### src/hdl/boardPkg.sv
`default_nettype none

package boardPkg;

	typedef logic [7:0] byteT;
	typedef logic [15:0] addrT;

	typedef enum logic [1:0] {
		romRegion,
		vramRegion,
		wramRegion,
		noRegion
	} regionT;

	// ##################################################
	// CPU memory map.
	// ##################################################
	localparam addrT romLowLimit = 16'h8000;
	localparam addrT romHighBase = 16'hE000;

	// Windows are 4 KiB wide and compared on bits 15 to 12.
	localparam addrT vramBase = 16'h8000;
	localparam addrT wramBase = 16'hC000;

	// Set selects the background half of video RAM.
	localparam int bgSelectBit = 11;

	localparam addrT irqVector = 16'h0038;

	localparam int spriteBytes = 2048;
	localparam int bgWords = 1024;

endpackage

`default_nettype wire

### src/hdl/vblankIrq.sv
`default_nettype none

module vblankIrq #(
	parameter int vblankLine = 194
) (
	input  logic CPUCL,
	input  logic rstN,
	input  logic [8:0] vCount,
	input  boardPkg::addrT cpuAddr,
	input  logic cpuRd,
	output logic vblankStart,
	output logic irq
);
	import boardPkg::*;

	logic onLine;
	logic onLineQ;
	logic onLinePrev;
	logic vectorFetch;

	assign onLine = vCount == 9'(vblankLine);
	assign vectorFetch = cpuRd && (cpuAddr == irqVector);

	always_ff @(posedge CPUCL or negedge rstN) begin
		if (!rstN) begin
			onLineQ <= 1'b0;
			onLinePrev <= 1'b0;
			irq <= 1'b0;
		end else begin
			onLineQ <= onLine;
			onLinePrev <= onLineQ;
			// An acknowledge in the same cycle as a new blank wins.
			if (vectorFetch) begin
				irq <= 1'b0;
			end else if (vblankStart) begin
				irq <= 1'b1;
			end
		end
	end

	assign vblankStart = onLineQ && !onLinePrev;

endmodule

`default_nettype wire

### config.mk
export PLATFORM = sky130hd
export DESIGN_NAME = vblankIrq
export DESIGN_NICKNAME = d
export VERILOG_FILES = /design/src/hdl/boardPkg.sv /design/src/hdl/vblankIrq.sv
export SDC_FILE = /design/constraint.sdc
export NUM_CORES = 1
export LEC_CHECK = 0
export BUFFER_PORTS_ARGS = -buffer_cell sky130_fd_sc_hd__clkbuf_2
export CORE_AREA = 5 5 42 44
export DETAILED_ROUTE_END_ITERATION = 10
export DIE_AREA = 0 0 47 49
export MAX_ROUTING_LAYER = met4
export PLACE_DENSITY = 0.41
export RECOVER_POWER = 50
export SLEW_MARGIN = 40
export SYNTH_ARGS = -nofsm -noshare
export SYNTH_HDL_FRONTEND = slang
export SYNTH_SLANG_ARGS = --single-unit
export TNS_END_PERCENT = 5
### constraint.sdc
create_clock -name CPUCL -period 1 [get_ports CPUCL]
set_input_delay 0.15 -clock CPUCL [delete_from_list [all_inputs] [get_ports CPUCL]]
set_output_delay 0.15 -clock CPUCL [all_outputs]
set_load 0.03 [all_outputs]
==> impl_results.md <==
* Outcome: complete, but fails checks
* Failing checks: negative setup slack
* Vias per cell at 4.05
* Antenna cells at 0
* Pin count of the biggest net entering global routing at 4
* RePlAce Congestion at 0.604
* Mux cell area share after synthesis at 0
* RSZ-0062 raised after global routing: true
* Commonest non-fill, non-tap cell in the layout: clkbuf_2
* XOR/XNOR Fraction of Synth Area at 0
* Share of layout cells above drive strength 1 at 0.708
* VDD IR max at 0.517 mV
* Fin cells at 64
* Syn_nets at 42
* Worst-margin pin slew at 0.224 ns
* PnR worst setup slack at -0.0296 ns
* CTS buffer count at 3
* Slew headroom at 0.850
* Chip Height at 49 um
* Slowest cell on the critical path: dfrtp_1
* CP Cell Sequence: nor2b_4 > buf_8
* Period minus WS final at 1.03 ns
* Setup violations, final at 1
* Pins Over Slew Limit at 0
* Total gr overflow at 0
* CP Launch Point: onLinePrev
* Final net count at 77
* Worst path max stage delay at 0.38 ns
* Detailed-route DRC error count at 0
* Core Util, Final at 0.275
* First-pass DRT Iterations at 2
* CP arrival at 0.88 ns
* Area share of fa/ha/maj cells after synthesis at 0
* Inst Count DP at 59
* Synth Area in Simple Gates at 0.500
* Placement Setup Slack at -0.00980 ns
* Synth top area share at 0.448
* Starting DRC count in detailed routing at 1
* I/O pin count at 30
* Vias in the first global route at 260
* Multi-input logic area at 100 sq um
* Pwr Total at 0.000415 W
* Leading area contributor after synthesis: dfrtp_1
* Die X at 47 um
* Clock Sinks at 3
* Startpoint Class: flop
* Sequential cell area at 75.1 sq um
* Post-Syn Area at 168 sq um
* Seq/Total Area, Yosys at 0.448
* Yosys reg bits at 3
* Crit Reg-Reg Startpoint: onLineQ
* Clock Latency Late Sink at 0.23 ns
* Max_cap viols at 0
* Core Footprint at 1400 sq um
* H-tree levels at 1
* Critical path required time at 0.85 ns
* Cells after Synth at 14
* Number of port buffers at 29
* Synth warnings at 0
* DR WL/cell at 10.2 um
* Routed Antenna Nets at 0
* Static Leak at 0.197 nW
* Fmax at 971 MHz
* Critical path endpoint category: output pin
* CTS tree: yes
* Commonest cells after routing, fill and taps aside: clkbuf_2, clkbuf_4, dfrtp_1
* Total GRT Usage at 0.0665
* Setup bufs post-CTS at 0
* Rows at 14
* Antenna violations before repair at 0
* Reg2reg setup slack at 0.18 ns
* Largest family of logic cells by synthesized area: simple AND/OR/NAND/NOR gates
* Max Fanout on Critical Path at 2
* FF-to-FF path depth at 2
* DIE AREA at 2300 sq um
* Synth top area cells: dfrtp_1, nor4b_2, nor4_1
* Pwr/cell area at 1080 nW/um^2
* Sum Neg Setup Slack at -0.0296 ns
* Vias at 259
* Min-delay worst type: primary input to flop
* CP endpoint: vblankStart
* Period utilization at 1.03
* Synth cell types at 10
* Syn Area/Cell at 12.0 sq um
* Reg-to-reg endpoint: irq
* CP Class: flop to output pin
* Final wirelength at 654 um
* Worst Skew at 0.00360 ns
* First-pass GRT wire length at 945 um
* Synthesis-to-layout area growth at 130%
* Starting Density at 0.120
* Compound-gate portion of the synthesized area at 0.0522
* Clock transition at path regs at 0.04 ns
* Fin. Hold Viols at 0
* Fill count at 167
* Max Root-Sink Buffers at 2
* Clock Root Buffer: clkbuf_4
worst max-delay path: cells and delay by family, from the launching register on:
family                 cells  cell delay (ns)
buffers and inverters      1             0.13
DFF                        1             0.38
and+or+nand+nor            1             0.14
metal layers:
metal,part of all wire,vias up,track usage,routed length [um]
li1,-,126,-,-
met1,0.34,105,0.0551,225
met2,0.40,26,0.0860,260
met3,0.24,2,0.0627,157
met4,0.017,0,0.0553,11
met5,0,-,-,0
cell families (layout without fill, tap and decap cells):
group,Yosys count,in the layout
and+or+nand+nor,10,10
DFF,3,3
AOI/OAI and AO/OA,1,1
buffers and inverters,0,34
power breakdown:
part | switching, W | internal [W] | total, W | leakage, nW
combinational | 0.0000278 | 0.0000503 | 0.0000780 | 0.141
clock | 0.0000600 | 0.000149 | 0.000209 | 0.0150
sequential | 0.00000163 | 0.000125 | 0.000127 | 0.0415
area by class of cell:
type                    instances  area share
repair buffers                 30       0.425
multi-input cells              11       0.260
flip-flops and latches          3       0.195
clock buffers                   4      0.0682
well taps                      16      0.0519
cells in the mapped netlist:
library cell / number
dfrtp_1: 3
nand3_1: 1
nand3b_1: 1
nand4b_1: 1
nor2b_1: 1
nor3b_1: 1
nor4_1: 2
nor4b_2: 2
o22a_1: 1
or3_1: 1
worst min-delay path by stage:
stage	end	from	cells after the start	slack, ns
global route	onLineQ	vCount[3]	2	0.08
detailed placement	irq	rstN	1	-0.05
floorplan	irq	rstN	0	-0.15
CTS	onLineQ	vCount[0]	2	0.07
global placement	onLinePrev	rstN	1	-0.05
finish	onLineQ	vCount[0]	2	0.08
through the flow:
stage               instance area (sq um)  hold slack [ns]
floorplan                             170           -0.146
global placement                      335          -0.0500
detailed placement                    335          -0.0486
CTS                                   385           0.0686
global route                          385           0.0751
finish                                385           0.0790
flip-flops by register name, indices dropped and copies added (netlist names):
register and flops:
onLineQ 1, irq 1, onLinePrev 1
what timing repair did:
| item | CTS | global route |
|---|---|---|
| setup endpoints to repair | 1 | 1 |
| cloned | 0 | 0 |
| endpoints found under the hold margin | 3 | 0 |
| hold buffers | 1 | 0 |
| resized for setup | 3 | 1 |
(Power assumes the default switching activity.)
