$ cat src/hdl/boardPkg.sv
`default_nettype none

package boardPkg;

	typedef logic [7:0] byteT;
	typedef logic [15:0] addrT;

	typedef enum logic [1:0] {
		romRegion,
		vramRegion,
		wramRegion,
		noRegion
	} regionT;

	// ##################################################
	// CPU memory map.
	// ##################################################
	localparam addrT romLowLimit = 16'h8000;
	localparam addrT romHighBase = 16'hE000;

	// Windows are 4 KiB wide and compared on bits 15 to 12.
	localparam addrT vramBase = 16'h8000;
	localparam addrT wramBase = 16'hC000;

	// Set selects the background half of video RAM.
	localparam int bgSelectBit = 11;

	localparam addrT irqVector = 16'h0038;

	localparam int spriteBytes = 2048;
	localparam int bgWords = 1024;

endpackage

`default_nettype wire

$ cat src/hdl/cpuReadMux.sv
`default_nettype none

module cpuReadMux (
	input  logic CPUCL,
	input  logic rstN,
	input  boardPkg::addrT cpuAddr,
	input  boardPkg::byteT romData,
	input  boardPkg::byteT wramData,
	input  boardPkg::byteT vramData,
	output boardPkg::byteT cpuRdData
);
	import boardPkg::*;

	regionT region;
	regionT regionQ;

	always_comb begin
		if (cpuAddr < romLowLimit || cpuAddr >= romHighBase) begin
			region = romRegion;
		end else if (cpuAddr[15:12] == vramBase[15:12]) begin
			region = vramRegion;
		end else if (cpuAddr[15:12] == wramBase[15:12]) begin
			region = wramRegion;
		end else begin
			region = noRegion;
		end
	end

	// Every source answers one cycle late, so the region is delayed to match.
	always_ff @(posedge CPUCL or negedge rstN) begin
		if (!rstN) begin
			regionQ <= noRegion;
		end else begin
			regionQ <= region;
		end
	end

	always_comb begin
		case (regionQ)
			romRegion: cpuRdData = romData;
			vramRegion: cpuRdData = vramData;
			wramRegion: cpuRdData = wramData;
			default: cpuRdData = 8'h00;
		endcase
	end

endmodule

`default_nettype wire

$ cat config.mk
export PLATFORM = sky130hd
export DESIGN_NAME = cpuReadMux
export DESIGN_NICKNAME = d
export VERILOG_FILES = /design/src/hdl/boardPkg.sv /design/src/hdl/cpuReadMux.sv
export SDC_FILE = /design/constraint.sdc
export NUM_CORES = 1
export LEC_CHECK = 0
export ABC_AREA = 0
export BUFFER_PORTS_ARGS = -buffer_cell sky130_fd_sc_hd__buf_2
export CORE_AREA = 2 2 39 41
export DETAILED_ROUTE_END_ITERATION = 12
export DIE_AREA = 0 0 41 43
export PLACE_DENSITY = 0.71
export SYNTH_ARGS = -nofsm -noshare
export SYNTH_HDL_FRONTEND = slang
export SYNTH_SLANG_ARGS = --single-unit
$ cat constraint.sdc
create_clock -name CPUCL -period 1.38 [get_ports CPUCL]
set_clock_uncertainty 0.2 [all_clocks]
set_input_delay 0.276 -clock CPUCL [delete_from_list [all_inputs] [get_ports CPUCL]]
set_output_delay 0.276 -clock CPUCL [all_outputs]
set_load 0.01 [all_outputs]
==> flow_summary_export.csv <==
group,metric,value,unit
hold_path,hold_path_depth,2,
sta,slew_viol_final,0,
finish,top_regs,"regionQ x2",
critical_path,cp_cell_sequence,"buf_12 -> mux2i_1 -> o2bb2ai_1 -> buf_2",
critical_path,cpPeakStageDelay,530,ps
detailed_routing,postRouteAntennaNets,0,
sta,whs,22.0,ps
floorplan,io_pins,50,
hold_path,hp-class,"input pin to flop",
critical_path,startpoint,"regionQ[0]",
floorplan,dieArea,1760,sq um
placed_design,dp_slack,-172,ps
yosys,synth-simple-area-share,9.01,%
clock_tree,htree_levels,1,
critical_path,critPathLaunchType,"flop",
power_and_ir_drop,ir_worst_vdd,306,uV
yosys,synth_cell_types,10,
detailed_routing,routed_wirelength,816,um
global_route,antenna_found_initial,0,
outcome,violations,"negative setup slack",
clock_tree,cts_buffer_depth,2,
yosys,synth_top_family_by_area,"compound AO/OA/AOI/OAI gates",
finish,multi_input_area,188,sq um
finish,area_growth,83.3,%
critical_path,critPathRequiredTime,900,ps
detailed_routing,num_vias,379,
sta,finalCritPeriodShare,128,%
floorplan,die_x,41,um
placed_design,io_buffers,37,
yosys,ys_warn_count,0,
floorplan,dieHeight,43,um
floorplan,core_area,1380,sq um
sta,setup_violations,8,
yosys,syn_avg_cell_area,10.3,sq um
sta,rsz0062_at_grt,"true",
power_and_ir_drop,power,0.349,mW
yosys,synthMuxAreaShare,28.8,%
finish,final_common_cell,"buf_2",
yosys,yosysSeqAreaShare,18.9,%
outcome,status,"complete, but fails checks",
finish,diodes,0,
detailed_routing,viasPerCell,4.57,
sta,maxSlewHeadroom,85.7,%
finish,regMostFlops,"regionQ",
finish,regArea,52.6,sq um
critical_path,crit_path_end_kind,"output pin",
detailed_routing,drtPass1Iterations,3,
global_route,grt_pass1_vias,368,
clock_tree,root_buffer,"clkbuf_4",
sta,worst_pin_slew,213,ps
power_and_ir_drop,p_leak,0.265,nW
hold_path,min_from,"cpuAddr[13]",
yosys,synth_fa_ha_area_share,0,%
detailed_routing,drt_iter0_drc,1,
placed_design,gp_congestion,0.599,
floorplan,rows,14,
hold_path,whs_endpoint,"regionQ[1]",
yosys,syn_area,278,sq um
sta,hold_violations,0,
critical_path,worst_ep_arrival_time,1290,ps
yosys,syn_nets,69,
finish,num-fill-cells,153,
finish,drive_above_1_share,67.2,%
yosys,synth-compound-area-share,29.7,%
floorplan,initial_core_util,20.1,%
yosys,synth_seq_cells,2,
finish,nets,111,
critical_path,worstPathMaxFanout,9,
clock_tree,clkTransAtPathRegs,30,ps
global_route,grt_max_degree,10,
sta,fin_crit,1770,ps
yosys,synth_area_leaders,"mux2i_1, o2bb2ai_1, dfstp_2, buf_6, nor2b_4",
sta,fmax,0.566,GHz
power_and_ir_drop,powerDensity,685,nW/um^2
critical_path,crit_slowest_cell,"dfstp_2",
clock_tree,cts.sinks,2,
yosys,synth_top_area_share,28.8,%
global_route,grt_overflow,0,
clock_tree,cts_tree,"yes",
critical_path,crit_type,"flop to output pin",
global_route,grt_pass1_wl,1.19,mm
detailed_routing,drt-wirelength-per-cell,9.83,um
finish,largest_register_ffs,2,
flow_run,max_cap_violations,0,
clock_tree,cts_buffers,3,
yosys,synth_top_area_cell,"mux2i_1",
yosys,synth_xor_area_share,0,%
global_route,track_usage,10.0,%
detailed_routing,drc,0,
clock_tree,cts_setup_buffers,0,
sta,setup_ws,-387,ps
yosys,syn_inst,27,
finish,final_cell_mix,"buf_2, mux2i_1, o2bb2ai_1, clkbuf_4, dfstp_2",
clock_tree,post_cts_resized,0,
-- critical path: cells and delay by family (launching register included) --
kind                   cells  cell delay, ps
DFF                        1             530
buffers and inverters      2             270
muxes                      1             190
AOI/OAI and AO/OA          1              80
-- synth_stat cells --
master and number:
mux2i_1 8, o2bb2ai_1 8, buf_6 3, dfstp_2 2, a211oi_1 1, a21oi_1 1, inv_1 1, nand2b_1 1
nor2b_4 1, nor3_1 1
-- final cells by class --
class | count | share of cell area, %
well taps | 16 | 3.93
clock buffers | 3 | 4.42
multi-input cells | 21 | 36.9
inverters | 1 | 0.737
flip-flops and latches | 2 | 10.3
repair buffers | 40 | 43.7
-- per-stage QoR --
| stage | instances | utilization (%) | area [sq um] | setup TNS [ps] |
|---|---|---|---|---|
| detailed placement | 79 | 34.4 | 477 | -1300 |
| global placement | 79 | 34.4 | 477 | -1280 |
| floorplan | 27 | - | 278 | -856 |
| finish | 83 | 36.8 | 509 | -3040 |
| global route | 83 | 36.8 | 509 | -3590 |
| CTS | 83 | 36.8 | 509 | -3230 |
-- timing repair --
| item | 4_1_cts | 5_1_grt |
|---|---|---|
| endpoints found under the setup margin | 8 | 8 |
| pin swaps | 0 | 1 |
| cloned | 0 | 0 |
| endpoints found under the hold margin | 2 | 0 |
| hold buffers | 1 | 0 |
-- worst max-delay path by stage --
| stage | to | slack, ps |
|---|---|---|
| 6_report | cpuRdData[3] | -390 |
| 5_1_grt | cpuRdData[2] | -460 |
| 4_1_cts | cpuRdData[6] | -420 |
| 3_5_place_dp | cpuRdData[6] | -170 |
| 3_3_place_gp | cpuRdData[5] | -180 |
| 2_1_floorplan | cpuRdData[0] | -110 |
-- kinds of logic (layout without fill, tap and decap cells) --
group           after synthesis  count (layout)
mux                           8               8
buf+inv                       4              44
compound gates               10              10
flops                         2               2
simple gates                  3               3
-- per-layer routing --
metal,vias up,track usage (%),part of all wire (%)
met3,0,1.57,11
met2,19,17.8,55
met5,-,0,0
met4,0,8.00,0
met1,172,8.97,34
li1,188,-,-
-- power breakdown --
group	internal, mW	switching (mW)	leakage, nW
sequential	0.0661	0.00248	0.0209
combinational	0.0861	0.0657	0.230
clock	0.0959	0.0323	0.0138
No activity file was read; power rests on OpenSTA's default activity.
